## config.mk

```make
export PLATFORM = sky130hd
export DESIGN_NAME = chroma_mode_decide
export DESIGN_NICKNAME = d
export VERILOG_FILES = /design/src/chroma_pkg.sv /design/src/pred_row_if.sv /design/src/intra_pred_gen.sv /design/src/pred_row_fifo.sv /design/src/mode_scorer.sv /design/src/chroma_mode_decide.sv
export SDC_FILE = /design/constraint.sdc
export NUM_CORES = 2
export LEC_CHECK = 0
export BUFFER_PORTS_ARGS = -buffer_cell sky130_fd_sc_hd__clkbuf_2
export CORE_MARGIN = 5
export CORE_UTILIZATION = 35
export DETAILED_ROUTE_END_ITERATION = 8
export HOLD_SLACK_MARGIN = 0.02
export SETUP_SLACK_MARGIN = 0.15
export SLEW_MARGIN = 10
export SYNTH_ARGS = -nofsm -noshare
export SYNTH_HDL_FRONTEND = slang
export SYNTH_SLANG_ARGS = --single-unit
```

## constraint.sdc

```tcl
create_clock -name clk -period 50.8 [get_ports clk]
set_input_delay 10.16 -clock clk [delete_from_list [all_inputs] [get_ports clk]]
set_output_delay 10.16 -clock clk [all_outputs]
set_load 0.01 [all_outputs]
```

## src/chroma_pkg.sv

```systemverilog
// Chroma mode decision shared types, widths and fixed mode costs
package chroma_pkg;

    // --------------------
    // Sizes
    // --------------------
    localparam int BLK        = 8;
    localparam int PIX_W      = 8;
    localparam int ROW_W      = 64;
    localparam int FIFO_DEPTH = 4;
    localparam int FIFO_AW    = $clog2(FIFO_DEPTH);
    localparam int FIFO_CW    = $clog2(FIFO_DEPTH + 1);
    localparam int LAMBDA_W   = 16;
    localparam int SSE_W      = 24;
    localparam int SCORE_W    = 34;

    // Fixed per-mode rate cost, scaled by lambda
    localparam int COST_V  = 302;
    localparam int COST_H  = 984;
    localparam int COST_TM = 439;
    localparam int COST_DC = 642;

    // --------------------
    // Types
    // --------------------
    // Emission order of the producer
    typedef enum logic [1:0] {
        MODE_V  = 2'd0,
        MODE_H  = 2'd1,
        MODE_TM = 2'd2,
        MODE_DC = 2'd3
    } pred_mode_t;

    typedef enum logic {
        GEN_IDLE,
        GEN_EMIT
    } gen_state_t;

    typedef enum logic [1:0] {
        SC_IDLE,
        SC_ACC,
        SC_SCORE
    } score_state_t;

endpackage

```

## src/pred_row_if.sv

```systemverilog
// Predicted row stream with mode tag and valid/ready handshake
`timescale 1ns/10ps

interface pred_row_if;

    logic                         valid;
    logic                         ready;
    logic [chroma_pkg::ROW_W-1:0] row_data;
    chroma_pkg::pred_mode_t       mode;
    logic [2:0]                   row_idx;
    // Row 7 of the current mode
    logic                         last_row;

    modport source (
        output valid, row_data, mode, row_idx, last_row,
        input  ready
    );

    modport sink (
        input  valid, row_data, mode, row_idx, last_row,
        output ready
    );

endinterface

```

## src/intra_pred_gen.sv

```systemverilog
// Intra prediction producer emitting V, H, TM and DC rows of an 8x8 chroma block
`timescale 1ns/10ps

module intra_pred_gen (
    input  logic                         clk,
    input  logic                         rst_n,
    input  logic                         start,
    input  logic [chroma_pkg::ROW_W-1:0] top_row,
    input  logic [chroma_pkg::ROW_W-1:0] left_col,
    input  logic [chroma_pkg::PIX_W-1:0] top_left,
    input  logic                         top_avail,
    input  logic                         left_avail,
    pred_row_if.source                   out
);

    chroma_pkg::gen_state_t       state;
    chroma_pkg::pred_mode_t       mode_cnt;
    logic [2:0]                   row_cnt;
    logic                         fire;

    logic [chroma_pkg::ROW_W-1:0] top_q;
    logic [chroma_pkg::ROW_W-1:0] left_q;
    logic [chroma_pkg::PIX_W-1:0] top_left_q;
    logic [chroma_pkg::PIX_W-1:0] dc_q;

    logic [chroma_pkg::PIX_W+2:0] top_sum;
    logic [chroma_pkg::PIX_W+2:0] left_sum;
    logic [chroma_pkg::PIX_W+4:0] dc_sum;
    logic [chroma_pkg::PIX_W-1:0] dc_val;

    logic [chroma_pkg::ROW_W-1:0] row_pred;
    logic [chroma_pkg::PIX_W-1:0] left_pix;
    logic signed [chroma_pkg::PIX_W+1:0] tm_val;

    // --------------------
    // DC value from the incoming neighbors
    // --------------------
    always_comb begin
        top_sum  = '0;
        left_sum = '0;
        for (int i = 0; i < chroma_pkg::BLK; i++) begin
            top_sum  = top_sum + top_row[i*chroma_pkg::PIX_W +: chroma_pkg::PIX_W];
            left_sum = left_sum + left_col[i*chroma_pkg::PIX_W +: chroma_pkg::PIX_W];
        end
        dc_sum = '0;
        dc_val = 8'd128;
        if (top_avail && left_avail) begin
            dc_sum = 13'(top_sum) + 13'(left_sum) + 13'd8;
            dc_val = dc_sum[11:4];
        end else if (top_avail) begin
            dc_sum = 13'(top_sum) + 13'd4;
            dc_val = dc_sum[10:3];
        end else if (left_avail) begin
            dc_sum = 13'(left_sum) + 13'd4;
            dc_val = dc_sum[10:3];
        end
    end

    always_ff @(posedge clk) begin
        if (start && state == chroma_pkg::GEN_IDLE) begin
            top_q      <= top_row;
            left_q     <= left_col;
            top_left_q <= top_left;
            dc_q       <= dc_val;
        end
    end

    // --------------------
    // Row for current mode and row counter
    // --------------------
    always_comb begin
        left_pix = left_q[row_cnt*chroma_pkg::PIX_W +: chroma_pkg::PIX_W];
        row_pred = '0;
        tm_val   = '0;
        for (int c = 0; c < chroma_pkg::BLK; c++) begin
            case (mode_cnt)
                chroma_pkg::MODE_V: begin
                    row_pred[c*8 +: 8] = top_q[c*8 +: 8];
                end
                chroma_pkg::MODE_H: begin
                    row_pred[c*8 +: 8] = left_pix;
                end
                chroma_pkg::MODE_TM: begin
                    tm_val = signed'({2'b00, left_pix}) + signed'({2'b00, top_q[c*8 +: 8]})
                           - signed'({2'b00, top_left_q});
                    // Clip to pixel range
                    if (tm_val < 0)
                        row_pred[c*8 +: 8] = 8'd0;
                    else if (tm_val > 10'sd255)
                        row_pred[c*8 +: 8] = 8'd255;
                    else
                        row_pred[c*8 +: 8] = tm_val[7:0];
                end
                default: begin
                    row_pred[c*8 +: 8] = dc_q;
                end
            endcase
        end
    end

    assign fire         = out.valid && out.ready;
    assign out.valid    = (state == chroma_pkg::GEN_EMIT);
    assign out.row_data = row_pred;
    assign out.mode     = mode_cnt;
    assign out.row_idx  = row_cnt;
    assign out.last_row = (row_cnt == 3'(chroma_pkg::BLK - 1));

    always_ff @(posedge clk or negedge rst_n) begin
        if (!rst_n) begin
            state    <= chroma_pkg::GEN_IDLE;
            mode_cnt <= chroma_pkg::MODE_V;
            row_cnt  <= '0;
        end else begin
            case (state)
                chroma_pkg::GEN_IDLE: begin
                    if (start) begin
                        state    <= chroma_pkg::GEN_EMIT;
                        mode_cnt <= chroma_pkg::MODE_V;
                        row_cnt  <= '0;
                    end
                end
                default: begin
                    if (fire) begin
                        row_cnt <= row_cnt + 3'd1;
                        if (out.last_row) begin
                            if (mode_cnt == chroma_pkg::MODE_DC)
                                state <= chroma_pkg::GEN_IDLE;
                            else
                                mode_cnt <= chroma_pkg::pred_mode_t'(mode_cnt + 2'd1);
                        end
                    end
                end
            endcase
        end
    end

endmodule

```

## src/pred_row_fifo.sv

```systemverilog
// Four-entry row buffer between the prediction producer and the scorer
`timescale 1ns/10ps

module pred_row_fifo (
    input  logic       clk,
    input  logic       rst_n,
    pred_row_if.sink   in,
    pred_row_if.source out
);

    logic [chroma_pkg::ROW_W-1:0]   data_mem [chroma_pkg::FIFO_DEPTH];
    chroma_pkg::pred_mode_t         mode_mem [chroma_pkg::FIFO_DEPTH];
    logic [2:0]                     idx_mem  [chroma_pkg::FIFO_DEPTH];
    logic                           last_mem [chroma_pkg::FIFO_DEPTH];

    logic [chroma_pkg::FIFO_AW-1:0] wr_ptr;
    logic [chroma_pkg::FIFO_AW-1:0] rd_ptr;
    logic [chroma_pkg::FIFO_CW-1:0] count;
    logic                           wr_en;
    logic                           rd_en;

    assign wr_en    = in.valid && in.ready;
    assign rd_en    = out.valid && out.ready;
    assign in.ready = (count != chroma_pkg::FIFO_CW'(chroma_pkg::FIFO_DEPTH));

    // Head entry
    assign out.valid    = (count != '0);
    assign out.row_data = data_mem[rd_ptr];
    assign out.mode     = mode_mem[rd_ptr];
    assign out.row_idx  = idx_mem[rd_ptr];
    assign out.last_row = last_mem[rd_ptr];

    always_ff @(posedge clk) begin
        if (wr_en) begin
            data_mem[wr_ptr] <= in.row_data;
            mode_mem[wr_ptr] <= in.mode;
            idx_mem[wr_ptr]  <= in.row_idx;
            last_mem[wr_ptr] <= in.last_row;
        end
    end

    // --------------------
    // Pointers and fill level
    // --------------------
    always_ff @(posedge clk or negedge rst_n) begin
        if (!rst_n) begin
            wr_ptr <= '0;
            rd_ptr <= '0;
            count  <= '0;
        end else begin
            if (wr_en)
                wr_ptr <= wr_ptr + 1'b1;
            if (rd_en)
                rd_ptr <= rd_ptr + 1'b1;
            case ({wr_en, rd_en})
                2'b10:   count <= count + 1'b1;
                2'b01:   count <= count - 1'b1;
                default: count <= count;
            endcase
        end
    end

endmodule

```

## src/mode_scorer.sv

```systemverilog
// Per-mode SSE accumulation and rate-weighted best mode selection
`timescale 1ns/10ps

module mode_scorer (
    input  logic                                  clk,
    input  logic                                  rst_n,
    input  logic                                  start,
    input  logic [chroma_pkg::LAMBDA_W-1:0]       lambda,
    input  logic [chroma_pkg::BLK*chroma_pkg::ROW_W-1:0] src_blk,
    pred_row_if.sink                              in,
    output chroma_pkg::pred_mode_t                best_mode,
    output logic [chroma_pkg::SCORE_W-1:0]        best_score,
    output logic                                  done
);

    chroma_pkg::score_state_t              state;
    logic [chroma_pkg::BLK*chroma_pkg::ROW_W-1:0] src_q;
    logic [chroma_pkg::LAMBDA_W-1:0]       lambda_q;
    logic                                  fire;

    logic [chroma_pkg::ROW_W-1:0]          src_row;
    logic signed [chroma_pkg::PIX_W:0]     diff;
    logic [2*chroma_pkg::PIX_W-1:0]        sq;
    logic [chroma_pkg::SSE_W-1:0]          row_sse;
    logic [chroma_pkg::SSE_W-1:0]          sse_acc;

    chroma_pkg::pred_mode_t                cur_mode;
    chroma_pkg::pred_mode_t                run_mode;
    chroma_pkg::pred_mode_t                win_mode;
    logic [chroma_pkg::SCORE_W-1:0]        cost_sel;
    logic [chroma_pkg::SCORE_W-1:0]        mode_score;
    logic [chroma_pkg::SCORE_W-1:0]        run_score;
    logic [chroma_pkg::SCORE_W-1:0]        win_score;
    logic                                  first_mode;

    assign fire     = in.valid && in.ready;
    assign in.ready = (state == chroma_pkg::SC_ACC);

    // Squared error of the incoming row
    always_comb begin
        src_row = src_q[in.row_idx*chroma_pkg::ROW_W +: chroma_pkg::ROW_W];
        row_sse = '0;
        diff    = '0;
        sq      = '0;
        for (int c = 0; c < chroma_pkg::BLK; c++) begin
            diff    = signed'({1'b0, in.row_data[c*8 +: 8]}) - signed'({1'b0, src_row[c*8 +: 8]});
            sq      = diff * diff;
            row_sse = row_sse + chroma_pkg::SSE_W'(sq);
        end
    end

    // --------------------
    // Score and running comparison
    // --------------------
    always_comb begin
        case (cur_mode)
            chroma_pkg::MODE_V:  cost_sel = chroma_pkg::SCORE_W'(chroma_pkg::COST_V);
            chroma_pkg::MODE_H:  cost_sel = chroma_pkg::SCORE_W'(chroma_pkg::COST_H);
            chroma_pkg::MODE_TM: cost_sel = chroma_pkg::SCORE_W'(chroma_pkg::COST_TM);
            default:             cost_sel = chroma_pkg::SCORE_W'(chroma_pkg::COST_DC);
        endcase
        mode_score = cost_sel * chroma_pkg::SCORE_W'(lambda_q)
                   + (chroma_pkg::SCORE_W'(sse_acc) << 8);
        // Strictly lower wins, so earlier modes keep ties
        if (first_mode || mode_score < run_score) begin
            win_mode  = cur_mode;
            win_score = mode_score;
        end else begin
            win_mode  = run_mode;
            win_score = run_score;
        end
    end

    always_ff @(posedge clk) begin
        if (start && state == chroma_pkg::SC_IDLE) begin
            src_q    <= src_blk;
            lambda_q <= lambda;
        end
    end

    always_ff @(posedge clk or negedge rst_n) begin
        if (!rst_n) begin
            state      <= chroma_pkg::SC_IDLE;
            sse_acc    <= '0;
            cur_mode   <= chroma_pkg::MODE_V;
            run_mode   <= chroma_pkg::MODE_V;
            run_score  <= '0;
            first_mode <= 1'b0;
            best_mode  <= chroma_pkg::MODE_V;
            best_score <= '0;
            done       <= 1'b0;
        end else begin
            done <= 1'b0;
            case (state)
                chroma_pkg::SC_IDLE: begin
                    if (start) begin
                        state      <= chroma_pkg::SC_ACC;
                        sse_acc    <= '0;
                        first_mode <= 1'b1;
                    end
                end
                chroma_pkg::SC_ACC: begin
                    if (fire) begin
                        sse_acc <= sse_acc + row_sse;
                        if (in.last_row) begin
                            cur_mode <= in.mode;
                            state    <= chroma_pkg::SC_SCORE;
                        end
                    end
                end
                chroma_pkg::SC_SCORE: begin
                    run_mode   <= win_mode;
                    run_score  <= win_score;
                    first_mode <= 1'b0;
                    sse_acc    <= '0;
                    if (cur_mode == chroma_pkg::MODE_DC) begin
                        best_mode  <= win_mode;
                        best_score <= win_score;
                        done       <= 1'b1;
                        state      <= chroma_pkg::SC_IDLE;
                    end else begin
                        state <= chroma_pkg::SC_ACC;
                    end
                end
                default: state <= chroma_pkg::SC_IDLE;
            endcase
        end
    end

endmodule

```

## src/chroma_mode_decide.sv

```systemverilog
// Chroma intra mode decision top level with start gating and busy tracking
`timescale 1ns/10ps

module chroma_mode_decide (
    input  logic                                  clk,
    input  logic                                  rst_n,
    input  logic                                  start,
    input  logic [chroma_pkg::LAMBDA_W-1:0]       lambda,
    input  logic [chroma_pkg::BLK*chroma_pkg::ROW_W-1:0] src_blk,
    input  logic [chroma_pkg::ROW_W-1:0]          top_row,
    input  logic [chroma_pkg::ROW_W-1:0]          left_col,
    input  logic [chroma_pkg::PIX_W-1:0]          top_left,
    input  logic                                  top_avail,
    input  logic                                  left_avail,
    output chroma_pkg::pred_mode_t                best_mode,
    output logic [chroma_pkg::SCORE_W-1:0]        best_score,
    output logic                                  busy,
    output logic                                  done
);

    logic busy_q;
    logic start_acc;

    pred_row_if gen_if ();
    pred_row_if fifo_if ();

    // Starts while a block is in flight are dropped
    assign start_acc = start && !busy;
    // Busy drops in the same cycle that done rises
    assign busy      = busy_q && !done;

    always_ff @(posedge clk or negedge rst_n) begin
        if (!rst_n)
            busy_q <= 1'b0;
        else if (start_acc)
            busy_q <= 1'b1;
        else if (done)
            busy_q <= 1'b0;
    end

    intra_pred_gen i_intra_pred_gen (
        .clk        (clk),
        .rst_n      (rst_n),
        .start      (start_acc),
        .top_row    (top_row),
        .left_col   (left_col),
        .top_left   (top_left),
        .top_avail  (top_avail),
        .left_avail (left_avail),
        .out        (gen_if.source)
    );

    pred_row_fifo i_pred_row_fifo (
        .clk   (clk),
        .rst_n (rst_n),
        .in    (gen_if.sink),
        .out   (fifo_if.source)
    );

    mode_scorer i_mode_scorer (
        .clk        (clk),
        .rst_n      (rst_n),
        .start      (start_acc),
        .lambda     (lambda),
        .src_blk    (src_blk),
        .in         (fifo_if.sink),
        .best_mode  (best_mode),
        .best_score (best_score),
        .done       (done)
    );

endmodule

```

After elaboration in Yosys (flattened, before gate mapping) --
Memories as Yosys holds them, arrays and structs flattened. A register that Yosys moved wholly into a read port is not among the register bits. Index checks and enable logic that the tools add are counted.
Word-level totals: RAM bits 280, memory bits (read-only) 0, bits of input ports 669, register bits after elaboration 786, bits in latches 0, memories kept 4, output and inout bits 38
Memory list:
- i_pred_row_fifo.data_mem | words 4, width 64, read ports 1, clocked after memory_dff 0, write ports 1, line pred_row_fifo.sv:11 | logic [chroma_pkg::ROW_W-1:0] data_mem [chroma_pkg::FIFO_DEPTH];
- i_pred_row_fifo.idx_mem | words 4, width 3, read ports 1, clocked after memory_dff 0, write ports 1, line pred_row_fifo.sv:13 | logic [2:0] idx_mem [chroma_pkg::FIFO_DEPTH];
- i_pred_row_fifo.mode_mem | words 4, width 2, read ports 1, clocked after memory_dff 1, write ports 1, line pred_row_fifo.sv:12 | chroma_pkg::pred_mode_t mode_mem [chroma_pkg::FIFO_DEPTH];
- i_pred_row_fifo.last_mem | words 4, width 1, read ports 1, clocked after memory_dff 0, write ports 1, line pred_row_fifo.sv:14 | logic last_mem [chroma_pkg::FIFO_DEPTH];
Cells by class: bitwise gates (word level) 1, $mul 9, equal/unequal tests 18, shifts and indexed selects 2, reduce and logical (&&, ||, !) cells 27, mux-type cells 60, div/mod/pow operators 0, add/sub/neg operators 57, magnitude comparators 17
Operator list (count):
- 512-bit by 10-bit indexed part select with 64-bit output | 1
- 8-bit one-hot mux with 3 select lines | 8
- 8-bit 2-to-1 mux | 19
- 24-bit by 16-bit adder with 24-bit output | 6
- 11-bit by 8-bit adder with 11-bit output | 12
- 9-bit by 9-bit multiplier with 16-bit output | 8
- 8-bit by 8-bit adder with 9-bit output | 10
- 10-bit by 9-bit greater-than comparator with 1-bit output (second input constant) | 8
- 10-bit by 1-bit < comparator with 1-bit output (second input constant) | 8
- 9-bit by 8-bit subtractor with 10-bit output | 8
- 24-bit one-hot mux with 3 select lines | 1
- 8-bit by 8-bit subtractor with 9-bit output | 8
- 64-bit by 7-bit indexed part select with 8-bit output | 1
- 24-bit 2-to-1 mux | 2
- 34-bit by 32-bit adder with 34-bit output | 1
- 34-bit < comparator | 1
- 34-bit 2-to-1 mux | 1
- 10-bit one-hot mux with 3 select lines | 1
- 10-bit by 16-bit multiplier with 26-bit output | 1
- 24-bit adder | 1
- 11-bit by 3-bit adder with 11-bit output (second input constant) | 2
- 2-bit 2-to-1 mux | 9
- 16-bit by 16-bit adder with 17-bit output | 1
- 1-bit 2-to-1 mux | 13
- 25 further kinds | 60

Depth between registers and ports, before layout --
An unclocked memory read counts as a cell.
depth in word-level cells 14, gate-level depth with buffers 57, depth with buffers taken out 54

Modules after synthesis --
A second synthesis with hierarchy kept.
Unflattened totals: cells, all modules 6478, area total of the unflattened synthesis 79964.2 µm²
By module, submodules not included:
- mode_scorer | cells an instance 4546, sequential area each 18407.7 µm², times used 1, area an instance 54019.3 µm²
- intra_pred_gen | cells an instance 1524, sequential area each 4474.3 µm², times used 1, area an instance 15382.3 µm²
- pred_row_fifo | cells an instance 403, sequential area each 8583.2 µm², times used 1, area an instance 10505.1 µm²
- chroma_mode_decide | cells an instance 5, sequential area each 25.0 µm², times used 1, area an instance 57.6 µm²

Worst setup path after synthesis --
OpenSTA, ideal clock, no wires.
path kind input to register, start input start, end register i_mode_scorer.lambda_q[0] (netlist bit) (enable), required time 48728 ps, buffers on the path 0, slack 3027 ps, data arrival time 45701 ps, stages 2, path through nand2_1 nor3_1
Between the ends: cells in the longest elaborated chain, start to end 2
Ends and longest elaborated chain:
- from (decl) | line chroma_mode_decide.sv:7 | input logic start,
- 1-bit logical AND | line chroma_mode_decide.sv:28 | assign start_acc = start && !busy;
- 1-bit logical AND | line mode_scorer.sv:75 | if (start && state == chroma_pkg::SC_IDLE) begin
- to (signal assigned) | line mode_scorer.sv:77 | lambda_q <= lambda;
- to (decl) | line mode_scorer.sv:18 | logic [chroma_pkg::LAMBDA_W-1:0] lambda_q;
Every way passes these cells. A chain may end at the register's enable or synchronous reset.

Final worst setup path --
start input top_row[1] (netlist bit), end register i_intra_pred_gen.dc_q[7] (netlist bit) (data pin)
Between the ends: cells in the longest elaborated chain, start to end 10
Ends and longest elaborated chain:
- from (decl) | line chroma_mode_decide.sv:10 | input logic [chroma_pkg::ROW_W-1:0] top_row,
- 8-bit by 8-bit adder with 9-bit output (*) | line intra_pred_gen.sv:42 | top_sum = top_sum + top_row[i*chroma_pkg::PIX_W +: chroma_pkg::PIX_W];
- 11-bit by 8-bit adder with 11-bit output (*) (6 in a row) | line intra_pred_gen.sv:42
- 11-bit by 11-bit adder with 12-bit output or 11-bit by 3-bit adder with 11-bit output (tied branches) | line intra_pred_gen.sv:48, intra_pred_gen.sv:51
- 12-bit by 4-bit adder with 12-bit output or 8-bit 2-to-1 mux (tied branches) | line intra_pred_gen.sv:48, intra_pred_gen.sv:50
- 8-bit 2-to-1 mux (*) | line intra_pred_gen.sv:47 | if (top_avail && left_avail) begin
- net i_intra_pred_gen.dc_val, one bit | line intra_pred_gen.sv:29 | logic [chroma_pkg::PIX_W-1:0] dc_val;
- to (signal assigned) | line intra_pred_gen.sv:64 | dc_q <= dc_val;
- to (decl) | line intra_pred_gen.sv:24 | logic [chroma_pkg::PIX_W-1:0] dc_q;
Mark *: on every way through the listed nets, which the timed path passes. The rest lies on a longest branch.

==> flow_summary.toml <==
[timing]
min_period_over_period_pct = 32.8
slew_headroom_pct = 18.3
rsz0062_at_grt = "no"
hold_viol = 0
finClkSkew_ps = 85.4
setup_viol = 0
period_needed_ps = 16650
max_freq_mhz = 60.1
fin_hold_ws_ps = 481
tightest_slew_ps = 1220
final-max-slew-violation-count = 0
finalSetupTns_ps = 0

[critical_path]
crit_path_start = "top_row[1]"
worstSetupEndpointType = "flop"
arrival_ps = 17200
worstPathRequired_ps = 51350
r2r-start = "i_pred_row_fifo.rd_ptr[1]$_DFFE_PN0P_"
startpoint_type = "input port"
path_max_fanout = 7
criticalPathCategory = "in -> reg"

[cts]
clock_sinks = 1068
postCtsSetupBuffers = 0
ctsHoldBuffers = 0
cts_root_buf = "clkbuf_16"
cts_buffers = 116
cts_buffer_depth = 3
clk_latency_ps = 800
h-tree-depth = 3
cts_resized = 0
cts_tree = "built"
cts.clk_slew.worst_paths_ps = 70

[yosys]
synthFlopType = "edfxtp_1"
synth_nets = 8462
ys_ff_latch = 1068
ys_warn_count = 0
synthesis.area_um2 = 79100
ys_seq_area_share_pct = 39.8
synth_area_per_cell_um2 = 12.4
synthArstFlopShare_pct = 10.9
syn_inst = 6385
synth_edf_count = 952
synth.distinct_cells = 75

[pwr]
p_int_uw = 1860
p_leak_uw = 0.0394
clkPwrFrac_pct = 32.1
powerDensity_nw_per_um2 = 30.1
swShare_pct = 31.8
combPwrFrac_pct = 32.5
seqPwrFrac_pct = 35.4
p_sw_uw = 864
ir_worst_vdd_uv = 88.2

[global_routing]
grt_usage_pct = 19.3
grt_max_degree = 199
grt_pass1_vias = 52900
antenna_found_initial = 43
grt_pass1_wl_um = 340000
grt_overflow_total = 0

[floorplanning]
die_y_um = 485
die_w_um = 485
rows = 174
die_area_um2 = 236000
initial_core_util_pct = 35.2
core_um2 = 225000
pin_count = 707

[finish]
register_area_um2 = 31500
utilization_pct = 40.2
final_cell_mix = "inv_1 (1173), edfxtp_1 (952), fa_1 (764)"
nFillCells = 21300
final_nets = 9207
drive_gt1_share_pct = 16.6
final_area_um2 = 90400
synthToLayoutAreaGrowth_pct = 14.2
final_common_cell = "inv_1"
multi_input_area_um2 = 42700

[drt]
drtPass1Iterations = 6
drt_iter0_drc = 3963
vias = 51000
drc = 0
routedWlPerCell_um = 22.4
drt-total-wl_um = 230000
ant_nets = 0
vias_per_cell = 4.97

[min_path]
min_from = "i_mode_scorer.best_score[8]$_DFFE_PN0P_"
holdCritPathClass = "reg -> reg"

[placed_design]
portBuffers = 706
globalplace.congestion = 0.917
place_area_um2 = 86300
dp_hpwl_um = 186000

[status]
status = "finished, final reports clean"

[job]
max_cap_viol_count = 0
[registers in the layout, indices dropped and copies added (netlist names), 16 cells and up]
register                  count
i_mode_scorer.lambda_q       16
i_mode_scorer.run_score      34
i_intra_pred_gen.top_q       64
i_pred_row_fifo.data_mem    256
i_mode_scorer.src_q         512
i_intra_pred_gen.left_q      64
i_mode_scorer.sse_acc        24
i_mode_scorer.best_score     34
[path summary, 6_finish.rpt]
kind | to | cells past startpoint | slack (ps)
setup / recovery | i_intra_pred_gen.dc_q[7]$_DFFE_PP_ | 28 | 34150
hold / removal | i_mode_scorer.best_score[8]$_DFFE_PN0P_ | 2 | 480
setup reg to reg | i_mode_scorer.sse_acc[21]$_DFFE_PN0P_ | 50 | 35610
hold reg to reg | i_mode_scorer.best_score[8]$_DFFE_PN0P_ | 2 | 480
max in group asynchronous | i_pred_row_fifo.rd_ptr[1]$_DFFE_PN0P_ | 2 | 39930
min in group asynchronous | i_mode_scorer.run_score[11]$_DFFE_PN0P_ | 1 | 9370
[logic make-up (layout without fill, tap and decap cells)]
group | after synthesis | after routing | share of synthesized area, %
adders and majority gates | 1408 | 1408 | 29.5
buffers and inverters | 1318 | 2164 | 6.32
DFF | 1068 | 1068 | 39.8
and+or+nand+nor | 1061 | 1061 | 6.17
AOI/OAI and AO/OA | 824 | 824 | 6.43
xor gates and xnor gates | 379 | 379 | 4.20
muxes | 327 | 327 | 7.55
other | 0 | 34 | 0
[per-stage QoR]
step / power [uW] / worst slack [ps] / std cells
after global routing: 2880 / 33790 / 10200
after floorplan: 1650 / 3030 / 6385
after detailed placement: 1860 / 33320 / 10000
after global placement: 1870 / 33310 / 10000
after CTS: 2750 / 34190 / 10200
final: 2720 / 34150 / 10300
[power groups by stage]
stage | combinational [uW] | clock [uW] | sequential, uW
final | 883 | 874 | 964
after global routing | 989 | 931 | 963
after CTS | 891 | 896 | 964
after detailed placement | 880 | 0 | 982
after global placement | 886 | 0 | 982
after floorplan | 671 | 0 | 983
[cell usage after synthesis (13+ instances only)]
master	number	share of area [%]
inv_1	1173	5.6
edfxtp_1	952	36
fa_1	764	19
ha_1	644	10
nand2_1	369	1.8
nor2_1	309	1.5
xnor2_1	266	2.9
a21oi_1	227	1.4
mux4_2	214	6.1
o21ai_0	207	1.3
dfrtp_1	116	3.7
xor2_1	113	1.3
a21o_1	105	1.0
mux2i_1	93	1.2
nor2b_1	92	0.73
clkbuf_1	89	0.42
nand2b_1	74	0.59
a31oi_1	72	0.57
and2_1	69	0.55
o21bai_1	68	0.65
nor3_1	44	0.28
nand3_1	28	0.18
buf_2	24	0.15
o21a_1	22	0.21
mux2_2	19	0.27
o21ai_1	18	0.11
or3_1	17	0.13
and3_1	16	0.13
a211oi_1	15	0.14
buf_1	14	0.066
or2_2	13	0.10
[worst max-delay path, stage by stage]
cell and delay [ps]:
clkbuf_2 120, ha_1 300, a21o_1 160, a21oi_1 220
o21bai_1 90, a21oi_1 220, xnor2_1 130, fa_1 480
inv_1 50, fa_1 500, fa_1 580, fa_1 420
ha_1 390, and3_1 210, a221o_1 350, nor2_1 130
xor2_1 400, inv_1 90, ha_1 290, ha_1 350
and3_1 200, a211oi_1 400, o21bai_1 160, a21o_1 220
a21oi_1 180, xor2_1 160, nand3_1 90, o311a_1 140
[layout make-up]
| cell class | count | share of cell area, % |
|---|---|---|
| diodes | 34 | 0.0942 |
| repair buffers | 758 | 4.40 |
| inverters | 1187 | 4.93 |
| clock buffers | 152 | 3.44 |
| flip-flops and latches | 1068 | 34.9 |
| well taps | 2992 | 4.14 |
| multi-input cells | 3999 | 47.2 |
| clock inverters | 67 | 0.928 |
[layer usage]
| layer | routed length (um) | share of wire [%] | global-route usage [%] | up-vias |
|---|---|---|---|---|
| met3 | 13400 | 5.8 | 3.12 | 286 |
| met1 | 97600 | 42 | 26.1 | 26100 |
| met2 | 113000 | 49 | 32.3 | 1449 |
| met5 | 173 | 0.075 | 0 | - |
| li1 | - | - | - | 23100 |
| met4 | 5900 | 2.6 | 5.11 | 26 |
Note: power is estimated with default switching activity, not from simulation.
